===== config.mk =====
export PLATFORM = sky130hd
export DESIGN_NAME = spm_top
export DESIGN_NICKNAME = d
export VERILOG_FILES = /design/src/spm_pkg.sv /design/src/spm_control.sv /design/src/interval_extrema.sv /design/src/extrema_fifo.sv /design/src/spm_top.sv
export SDC_FILE = /design/constraint.sdc
export NUM_CORES = 1
export LEC_CHECK = 0
export BUFFER_PORTS_ARGS = -buffer_cell sky130_fd_sc_hd__buf_4
export CAP_MARGIN = 5
export CORE_MARGIN = 1.5
export CORE_UTILIZATION = 40
export CTS_CLUSTER_DIAMETER = 80
export DETAILED_ROUTE_END_ITERATION = 12
export GPL_TIMING_DRIVEN = 0
export PLACE_DENSITY_LB_ADDON = 0.05
export RECOVER_POWER = 50
export SLEW_MARGIN = 25
export SYNTH_ARGS = -nofsm -noshare
export SYNTH_HDL_FRONTEND = slang
export SYNTH_SLANG_ARGS = --single-unit

===== constraint.sdc =====
create_clock -name clk -period 5.3 [get_ports clk]
set_clock_uncertainty 0.2 [all_clocks]
set_input_delay 0.53 -clock clk [delete_from_list [all_inputs] [get_ports clk]]
set_output_delay 0.53 -clock clk [all_outputs]
set_load 0.01 [all_outputs]

===== src/spm_pkg.sv =====
`default_nettype none

package spm_pkg;

    //////////////////////////////////////////////////////////////////////
    // Widths and defaults
    //////////////////////////////////////////////////////////////////////

    // Audio sample width, overridden from the top level
    parameter int SAMPLE_WIDTH_DEFAULT = 16;
    // Result FIFO depth in entries, power of two and at least 2
    parameter int FIFO_DEPTH_DEFAULT = 16;
    // Interval input and per-interval sample counter
    parameter int INTERVAL_WIDTH = 32;
    // Processing timer in clock cycles
    parameter int TIMER_WIDTH = 32;
    // Widest sample the constant helpers below can describe
    parameter int SAMPLE_MAX_WIDTH = 32;

    //////////////////////////////////////////////////////////////////////
    // Sample constants as functions of the sample width
    //////////////////////////////////////////////////////////////////////

    // End of stream marker has only the sign bit set
    function automatic logic [SAMPLE_MAX_WIDTH-1:0] end_marker(int unsigned width);
        return {{(SAMPLE_MAX_WIDTH - 1){1'b0}}, 1'b1} << (width - 1);
    endfunction

    // Most negative sample that is still data
    function automatic logic [SAMPLE_MAX_WIDTH-1:0] most_negative(int unsigned width);
        return end_marker(width) + 1'b1;
    endfunction

    // All ones below the sign bit
    function automatic logic [SAMPLE_MAX_WIDTH-1:0] most_positive(int unsigned width);
        return end_marker(width) - 1'b1;
    endfunction

endpackage

`default_nettype wire


===== src/spm_control.sv =====
`default_nettype none
`timescale 1ns/10ps

module spm_control (
    input  logic                            clk,
    input  logic                            reset,
    input  logic                            enable,
    input  logic                            start,
    // Marker accepted by the tracker this cycle
    input  logic                            stream_end,
    output logic                            collecting,
    output logic [spm_pkg::TIMER_WIDTH-1:0] timer,
    output logic                            busy,
    output logic                            done
);

    import spm_pkg::*;

    //////////////////////////////////////////////////////////////////////
    // Run state
    //////////////////////////////////////////////////////////////////////

    // Two states only, idle and collecting samples
    localparam logic STATE_IDLE    = 1'b0;
    localparam logic STATE_COLLECT = 1'b1;

    logic state;
    // Start request seen while idle
    logic start_run;

    assign start_run = (state == STATE_IDLE) && start;

    // Tracker accepts samples only in the collect state
    assign collecting = (state == STATE_COLLECT);

    // Everything holds while enable is low
    always_ff @(posedge clk or posedge reset) begin
        if (reset) begin
            state <= STATE_IDLE;
            busy  <= 1'b0;
            done  <= 1'b0;
        end else if (enable) begin
            case (state)
                STATE_IDLE: begin
                    // New run clears done of the previous one
                    if (start_run) begin
                        state <= STATE_COLLECT;
                        busy  <= 1'b1;
                        done  <= 1'b0;
                    end
                end
                STATE_COLLECT: begin
                    // Marker ends the run, done stays until next start
                    if (stream_end) begin
                        state <= STATE_IDLE;
                        busy  <= 1'b0;
                        done  <= 1'b1;
                    end
                end
                default: begin
                    state <= STATE_IDLE;
                end
            endcase
        end
    end

    //////////////////////////////////////////////////////////////////////
    // Processing timer
    //////////////////////////////////////////////////////////////////////

    // Counts every enabled cycle with busy high, marker cycle included
    always_ff @(posedge clk or posedge reset) begin
        if (reset) begin
            timer <= '0;
        end else if (enable) begin
            if (start_run) begin
                timer <= '0;
            end else if (busy) begin
                timer <= timer + TIMER_WIDTH'(1);
            end
        end
    end

    // Tracker must not see a marker unless a run is open
    a_end_only_in_run: assert property (
        @(posedge clk) disable iff (reset)
        stream_end |-> (state == STATE_COLLECT) && busy
    );

endmodule

`default_nettype wire


===== src/interval_extrema.sv =====
`default_nettype none
`timescale 1ns/10ps

module interval_extrema #(
    parameter int SAMPLE_WIDTH = spm_pkg::SAMPLE_WIDTH_DEFAULT
) (
    input  logic                               clk,
    input  logic                               reset,
    input  logic                               enable,
    input  logic                               collecting,
    input  logic [spm_pkg::INTERVAL_WIDTH-1:0] interval,
    input  logic signed [SAMPLE_WIDTH-1:0]     data_in,
    input  logic                               data_in_valid,
    output logic                               data_in_ready,
    // Back-pressure from the two result FIFOs
    input  logic                               min_full,
    input  logic                               max_full,
    output logic                               push,
    output logic signed [SAMPLE_WIDTH-1:0]     push_min,
    output logic signed [SAMPLE_WIDTH-1:0]     push_max,
    output logic                               stream_end
);

    import spm_pkg::*;

    // Constants cut down to the sample width
    localparam logic [SAMPLE_MAX_WIDTH-1:0] MARKER_WIDE = end_marker(SAMPLE_WIDTH);
    localparam logic [SAMPLE_MAX_WIDTH-1:0] NEG_WIDE = most_negative(SAMPLE_WIDTH);
    localparam logic [SAMPLE_MAX_WIDTH-1:0] POS_WIDE = most_positive(SAMPLE_WIDTH);
    localparam logic signed [SAMPLE_WIDTH-1:0] END_MARKER = MARKER_WIDE[SAMPLE_WIDTH-1:0];
    localparam logic signed [SAMPLE_WIDTH-1:0] SAMPLE_NEG = NEG_WIDE[SAMPLE_WIDTH-1:0];
    localparam logic signed [SAMPLE_WIDTH-1:0] SAMPLE_POS = POS_WIDE[SAMPLE_WIDTH-1:0];

    logic [INTERVAL_WIDTH-1:0]     interval_q;
    logic [INTERVAL_WIDTH-1:0]     count;
    logic [INTERVAL_WIDTH-1:0]     count_next;
    logic signed [SAMPLE_WIDTH-1:0] run_min;
    logic signed [SAMPLE_WIDTH-1:0] run_max;
    logic signed [SAMPLE_WIDTH-1:0] cand_min;
    logic signed [SAMPLE_WIDTH-1:0] cand_max;
    logic accept;
    logic is_marker;
    logic last_sample;

    //////////////////////////////////////////////////////////////////////
    // Handshake and decode
    //////////////////////////////////////////////////////////////////////

    // Room in both FIFOs guarantees any push lands
    assign data_in_ready = enable && collecting && !min_full && !max_full;
    assign accept        = data_in_valid && data_in_ready;
    assign is_marker     = (data_in == END_MARKER);
    assign stream_end    = accept && is_marker;

    // Running extrema with the current sample folded in
    assign cand_min   = (data_in < run_min) ? data_in : run_min;
    assign cand_max   = (data_in > run_max) ? data_in : run_max;
    assign count_next = count + INTERVAL_WIDTH'(1);
    // This sample completes the interval
    assign last_sample = (count_next == interval_q);

    // Full interval, or a partial one flushed by the marker
    assign push = accept && (is_marker ? (count != '0) : last_sample);
    // Marker itself is never part of the result
    assign push_min = is_marker ? run_min : cand_min;
    assign push_max = is_marker ? run_max : cand_max;

    //////////////////////////////////////////////////////////////////////
    // Running state
    //////////////////////////////////////////////////////////////////////

    always_ff @(posedge clk or posedge reset) begin
        if (reset) begin
            interval_q <= '0;
            count      <= '0;
            run_min    <= SAMPLE_POS;
            run_max    <= SAMPLE_NEG;
        end else if (enable) begin
            if (!collecting) begin
                // Follow the input while idle, so the start edge latches it
                interval_q <= interval;
                count      <= '0;
                run_min    <= SAMPLE_POS;
                run_max    <= SAMPLE_NEG;
            end else if (accept) begin
                if (is_marker || last_sample) begin
                    // Interval reported, start a fresh one
                    count   <= '0;
                    run_min <= SAMPLE_POS;
                    run_max <= SAMPLE_NEG;
                end else begin
                    count   <= count_next;
                    run_min <= cand_min;
                    run_max <= cand_max;
                end
            end
        end
    end

    // A zero interval would never close, so start must bring a real one
    a_interval_nonzero: assert property (
        @(posedge clk) disable iff (reset)
        $rose(collecting) |-> (interval_q != '0)
    );

endmodule

`default_nettype wire


===== src/extrema_fifo.sv =====
`default_nettype none
`timescale 1ns/10ps

module extrema_fifo #(
    parameter int SAMPLE_WIDTH = spm_pkg::SAMPLE_WIDTH_DEFAULT,
    parameter int FIFO_DEPTH   = spm_pkg::FIFO_DEPTH_DEFAULT
) (
    input  logic                           clk,
    input  logic                           reset,
    input  logic                           wr_en,
    input  logic signed [SAMPLE_WIDTH-1:0] wr_data,
    output logic                           full,
    // Head of the queue, shown as soon as it is written
    output logic signed [SAMPLE_WIDTH-1:0] rd_data,
    output logic                           rd_valid,
    input  logic                           rd_ready
);

    localparam int ADDR_WIDTH = $clog2(FIFO_DEPTH);

    // Pointers wrap naturally with a power of two depth
    generate
        if (FIFO_DEPTH < 2 || (FIFO_DEPTH & (FIFO_DEPTH - 1)) != 0) begin : g_bad_depth
            $error("extrema_fifo depth must be a power of two and at least 2");
        end
    endgenerate

    logic signed [SAMPLE_WIDTH-1:0] mem [FIFO_DEPTH];
    logic [ADDR_WIDTH-1:0] wr_ptr;
    logic [ADDR_WIDTH-1:0] rd_ptr;
    // One extra bit to tell full from empty
    logic [ADDR_WIDTH:0]   count;
    logic                  rd_en;

    assign full     = (count == (ADDR_WIDTH + 1)'(FIFO_DEPTH));
    assign rd_valid = (count != '0);
    assign rd_data  = mem[rd_ptr];
    assign rd_en    = rd_valid && rd_ready;

    //////////////////////////////////////////////////////////////////////
    // Storage and pointers
    //////////////////////////////////////////////////////////////////////

    always_ff @(posedge clk) begin
        if (wr_en) begin
            mem[wr_ptr] <= wr_data;
        end
    end

    always_ff @(posedge clk or posedge reset) begin
        if (reset) begin
            wr_ptr <= '0;
            rd_ptr <= '0;
            count  <= '0;
        end else begin
            if (wr_en) begin
                wr_ptr <= wr_ptr + ADDR_WIDTH'(1);
            end
            if (rd_en) begin
                rd_ptr <= rd_ptr + ADDR_WIDTH'(1);
            end
            // Occupancy, unchanged on simultaneous push and pop
            case ({wr_en, rd_en})
                2'b10:   count <= count + (ADDR_WIDTH + 1)'(1);
                2'b01:   count <= count - (ADDR_WIDTH + 1)'(1);
                default: count <= count;
            endcase
        end
    end

    // Writer holds off through data_in_ready, so full is never hit
    a_no_write_full: assert property (
        @(posedge clk) disable iff (reset)
        wr_en |-> !full
    );

    // Stalled receiver sees the same head entry
    a_hold_when_stalled: assert property (
        @(posedge clk) disable iff (reset)
        rd_valid && !rd_ready |=> rd_valid && $stable(rd_data)
    );

endmodule

`default_nettype wire


===== src/spm_top.sv =====
`default_nettype none
`timescale 1ns/10ps

module spm_top #(
    parameter int SAMPLE_WIDTH = spm_pkg::SAMPLE_WIDTH_DEFAULT,
    parameter int FIFO_DEPTH   = spm_pkg::FIFO_DEPTH_DEFAULT
) (
    input  logic                               clk,
    input  logic                               reset,
    input  logic                               enable,
    input  logic                               start,
    input  logic [spm_pkg::INTERVAL_WIDTH-1:0] interval,
    // Sample stream in
    input  logic signed [SAMPLE_WIDTH-1:0]     data_in,
    input  logic                               data_in_valid,
    output logic                               data_in_ready,
    // Result streams out
    output logic signed [SAMPLE_WIDTH-1:0]     min_out,
    output logic signed [SAMPLE_WIDTH-1:0]     max_out,
    output logic                               min_out_valid,
    output logic                               max_out_valid,
    input  logic                               min_out_ready,
    input  logic                               max_out_ready,
    // Status
    output logic [spm_pkg::TIMER_WIDTH-1:0]    timer,
    output logic                               busy,
    output logic                               done
);

    logic                           collecting;
    logic                           stream_end;
    logic                           push;
    logic signed [SAMPLE_WIDTH-1:0] push_min;
    logic signed [SAMPLE_WIDTH-1:0] push_max;
    logic                           min_full;
    logic                           max_full;

    //////////////////////////////////////////////////////////////////////
    // Control and extrema tracking
    //////////////////////////////////////////////////////////////////////

    spm_control i_spm_control (
        .clk        (clk),
        .reset      (reset),
        .enable     (enable),
        .start      (start),
        .stream_end (stream_end),
        .collecting (collecting),
        .timer      (timer),
        .busy       (busy),
        .done       (done)
    );

    interval_extrema #(
        .SAMPLE_WIDTH (SAMPLE_WIDTH)
    ) i_interval_extrema (
        .clk           (clk),
        .reset         (reset),
        .enable        (enable),
        .collecting    (collecting),
        .interval      (interval),
        .data_in       (data_in),
        .data_in_valid (data_in_valid),
        .data_in_ready (data_in_ready),
        .min_full      (min_full),
        .max_full      (max_full),
        .push          (push),
        .push_min      (push_min),
        .push_max      (push_max),
        .stream_end    (stream_end)
    );

    //////////////////////////////////////////////////////////////////////
    // Result FIFOs, written together and read independently
    //////////////////////////////////////////////////////////////////////

    extrema_fifo #(
        .SAMPLE_WIDTH (SAMPLE_WIDTH),
        .FIFO_DEPTH   (FIFO_DEPTH)
    ) min_fifo (
        .clk      (clk),
        .reset    (reset),
        .wr_en    (push),
        .wr_data  (push_min),
        .full     (min_full),
        .rd_data  (min_out),
        .rd_valid (min_out_valid),
        .rd_ready (min_out_ready)
    );

    extrema_fifo #(
        .SAMPLE_WIDTH (SAMPLE_WIDTH),
        .FIFO_DEPTH   (FIFO_DEPTH)
    ) max_fifo (
        .clk      (clk),
        .reset    (reset),
        .wr_en    (push),
        .wr_data  (push_max),
        .full     (max_full),
        .rd_data  (max_out),
        .rd_valid (max_out_valid),
        .rd_ready (max_out_ready)
    );

endmodule

`default_nettype wire


==> impl_metrics.env <==
export IMPL_top_layer="met5"
export IMPL_cts_root_buffer="clkbuf_16"
export IMPL_clock_latency_ns=0.62
export IMPL_initial_core_util=0.407
export IMPL_hp_class="primary input to flop"
export IMPL_crit_arrival_ns=5.33
export IMPL_synth_area_um2=29200
export IMPL_grt_overflow=0
export IMPL_syn_inst=1758
export IMPL_grt_max_degree=84
export IMPL_crit_fanout=19
export IMPL_syn2layout_area_growth_pct=17.3
export IMPL_required_ns=5.58
export IMPL_drtIter0Drc=1332
export IMPL_relSlewSlack=-0.950
export IMPL_min_from="data_in[7]"
export IMPL_setup_violations=0
export IMPL_wl_um=73200
export IMPL_hold_viol_final=0
export IMPL_ctsHtreeMaxLevel=3
export IMPL_cts_tree="yes"
export IMPL_io_pins=124
export IMPL_p_sw_w=0.00518
export IMPL_synth_top_family_by_area="multiplexers"
export IMPL_first_pass_iters=5
export IMPL_grt_first_pass_wirelength_um=110000
export IMPL_hold_depth=2
export IMPL_finalMaxSlewViolations=76
export IMPL_setup_slack_ns=0.251
export IMPL_netlist_top_cells_area="edfxtp_1 (53%), mux4_2 (12%), dfrtp_1 (12%)"
export IMPL_drv_cap=1
export IMPL_holdWs_ns=0.0516
export IMPL_grt_total_usage=0.200
export IMPL_vias=16635
export IMPL_criticalPathCategory="flop to flop"
export IMPL_die_w_um=273
export IMPL_wl_met3_um=3120
export IMPL_fin_nets=2127
export IMPL_preCtsSetupSlack_ns=-0.629
export IMPL_start_kind="flop"
export IMPL_synth_most_common_cell="edfxtp_1"
export IMPL_routedWlPerCell_um=24.1
export IMPL_rr_worst_depth=19
export IMPL_cts_buffer_depth=3
export IMPL_synth_top_area_frac=0.526
export IMPL_vias_per_cell=5.48
export IMPL_rsz0062_at_grt="false"
export IMPL_comb_power_share=0.293
export IMPL_yosysWarnings=0
export IMPL_synth_seq_cells=669
export IMPL_p_clk_frac=0.306
export IMPL_ys_types=79
export IMPL_wl_met1_um=34200
export IMPL_syn_area_per_cell_um2=16.6
export IMPL_synth_xor_area_frac=0.0288
export IMPL_internal_power_w=0.0118
export IMPL_synthTopCellsByCount="edfxtp_1 (512), mux4_2 (160), dfrtp_1 (140), nor2_1 (82), nand2_1 (57)"
export IMPL_synth_async_reset_ratio=0.235
export IMPL_max_vdd_ir_drop_uv=307
export IMPL_tightest_slew_ns=2.93
export IMPL_fmax_ghz=0.198
export IMPL_period_needed_ns=5.05
export IMPL_yosys_area_share_adder=0.0236
export IMPL_period_share=0.953
export IMPL_crit_start="i_interval_extrema.count[1]"
export IMPL_r2r_slack_ns=0.25
export IMPL_antenna_found_initial=4
export IMPL_dp_hpwl_um=46800
export IMPL_r2r_start="i_interval_extrema.count[1]"
export IMPL_drc=0
export IMPL_layout_drive_gt1_share=0.232
export IMPL_antenna_left=0
export IMPL_numCtsBuffers=76
export IMPL_p_seq_frac=0.401
export IMPL_gp_congestion=0.840
export IMPL_core_um2=71900
export IMPL_status="complete, but fails checks"
export IMPL_dr_wl_met2_um=34400
export IMPL_crit_path_end_kind="flop"
export IMPL_synthSimpleGateAreaFrac=0.0706
export IMPL_muxShareOfSynthArea=0.149
export IMPL_path_clk_slew_ns=0.06
export IMPL_synthFlopType="edfxtp_1"
export IMPL_synth_compound_area_frac=0.0446
export IMPL_synth_edff_count=512
export IMPL_core_rowCount=98
export IMPL_dieArea_um2=74700
export IMPL_synth_area_leader_cell="edfxtp_1"
export IMPL_grt_pass1_vias=17177
export IMPL_p_sw_frac=0.304
export IMPL_die_h_um=273
export IMPL_p_per_area_nw_per_um2=496
export IMPL_p_leak_nw=12.4
export IMPL_io_buffers=123
export IMPL_violations="capacitance limit, slew limit"
export IMPL_ys_seq_area_frac=0.661
export IMPL_syn_nets=1867
export IMPL_cts_sinks=669
final timing paths:
path / endpoint
worst max-delay path: max_fifo.count[4]
max in group asynchronous: i_interval_extrema.run_max[9]
min in group asynchronous: i_spm_control.timer[24]
worst max register to register: max_fifo.count[4]
worst min-delay path: i_interval_extrema.run_min[7]
worst min register to register: min_fifo.count[4]
cells in the final DEF (no fill, tap or decap), types with 30 or more instances in the layout:
master,instances
mux4_2,160
clkbuf_1,155
dfrtp_1,138
ha_1,50
buf_4,64
xor2_1,49
a21oi_1,30
nor2_1,82
mux2_2,34
nand2_1,57
clkbuf_16,76
inv_1,52
o21ai_0,42
dlygate4sd3_1,49
xnor2_1,47
edfxtp_1,512
logic make-up after synthesis:
kind of cell	count (synthesis)
compound gates	196
xor+xnor	96
fa+ha+maj	54
buf+inv	153
flops	669
mux	230
simple gates	360
cell type report:
| cell class | count | area [µm²] |
|---|---|---|
| multi-input cells | 936 | 9380 |
| fillers | 6317 | 37600 |
| flip-flops and latches | 669 | 19300 |
| plain buffers | 100 | 437 |
| well taps | 950 | 1190 |
| clock inverters | 37 | 414 |
| repair buffers | 183 | 1240 |
| diodes | 3 | 7.51 |
| clock buffers | 104 | 2090 |
| inverters | 52 | 195 |
registers in the layout, indices dropped and copies added (netlist names), 4 cells and up:
| signal | cells |
|---|---|
| i_interval_extrema.count | 32 |
| i_interval_extrema.interval_q | 32 |
| i_interval_extrema.run_max | 16 |
| i_interval_extrema.run_min | 16 |
| i_spm_control.timer | 32 |
| max_fifo.count | 5 |
| max_fifo.mem | 256 |
| max_fifo.rd_ptr | 4 |
| max_fifo.wr_ptr | 4 |
| min_fifo.count | 5 |
| min_fifo.mem | 256 |
| min_fifo.rd_ptr | 4 |
| min_fifo.wr_ptr | 4 |
metal layers:
metal  up-vias  track usage
li1       7466            -
met1      8720        0.287
met2       357        0.316
met3        88       0.0315
met4         4       0.0542
met5         -            0
power groups by stage:
stage	Clock (W)	Combinational (W)	Sequential, W
5_1_grt	0.00557	0.00546	0.00686
2_1_floorplan	0	0.00341	0.00687
3_3_place_gp	0	0.00510	0.00691
4_1_cts	0.00536	0.00528	0.00682
6_report	0.00521	0.00498	0.00682
3_5_place_dp	0	0.00523	0.00692
critical path: stages (launching register included):
cell and delay (ns):
dfrtp_2 0.44, ha_4 0.19, nand3_4 0.17, or4_1 0.56, buf_2 0.19, nor4_4 0.29, xnor2_1 0.17, nor4_2 0.37
nand3_2 0.18, o41ai_4 0.28, and2_0 0.19, buf_6 0.18, inv_1 0.10, ha_2 0.24, fa_1 0.41, a21o_1 0.19
a21oi_1 0.17, xor2_1 0.16, nor2_1 0.07, xor2_1 0.16
per-stage QoR:
stage / utilization / setup TNS [ns] / cell area, µm² / instances / total power, W
CTS: 0.480 / 0 / 34500 / 3026 / 0.0175
finish: 0.477 / 0 / 34300 / 3034 / 0.0170
global route: 0.477 / 0 / 34300 / 3031 / 0.0179
detailed placement: 0.438 / -2.62 / 31500 / 2835 / 0.0122
global placement: 0.436 / -465.79 / 31300 / 2831 / 0.0120
floorplan: - / 0 / 29200 / 1758 / 0.0103
what timing repair did:
item                       4_1_cts  5_1_grt
gates resized for setup          9        7
pin swaps                        2        1
setup endpoints to repair      286       34
hold endpoints to repair       122        0
buffers inserted                 2        3
hold buffers                    49        0
Note: power is estimated with default switching activity, not from simulation.
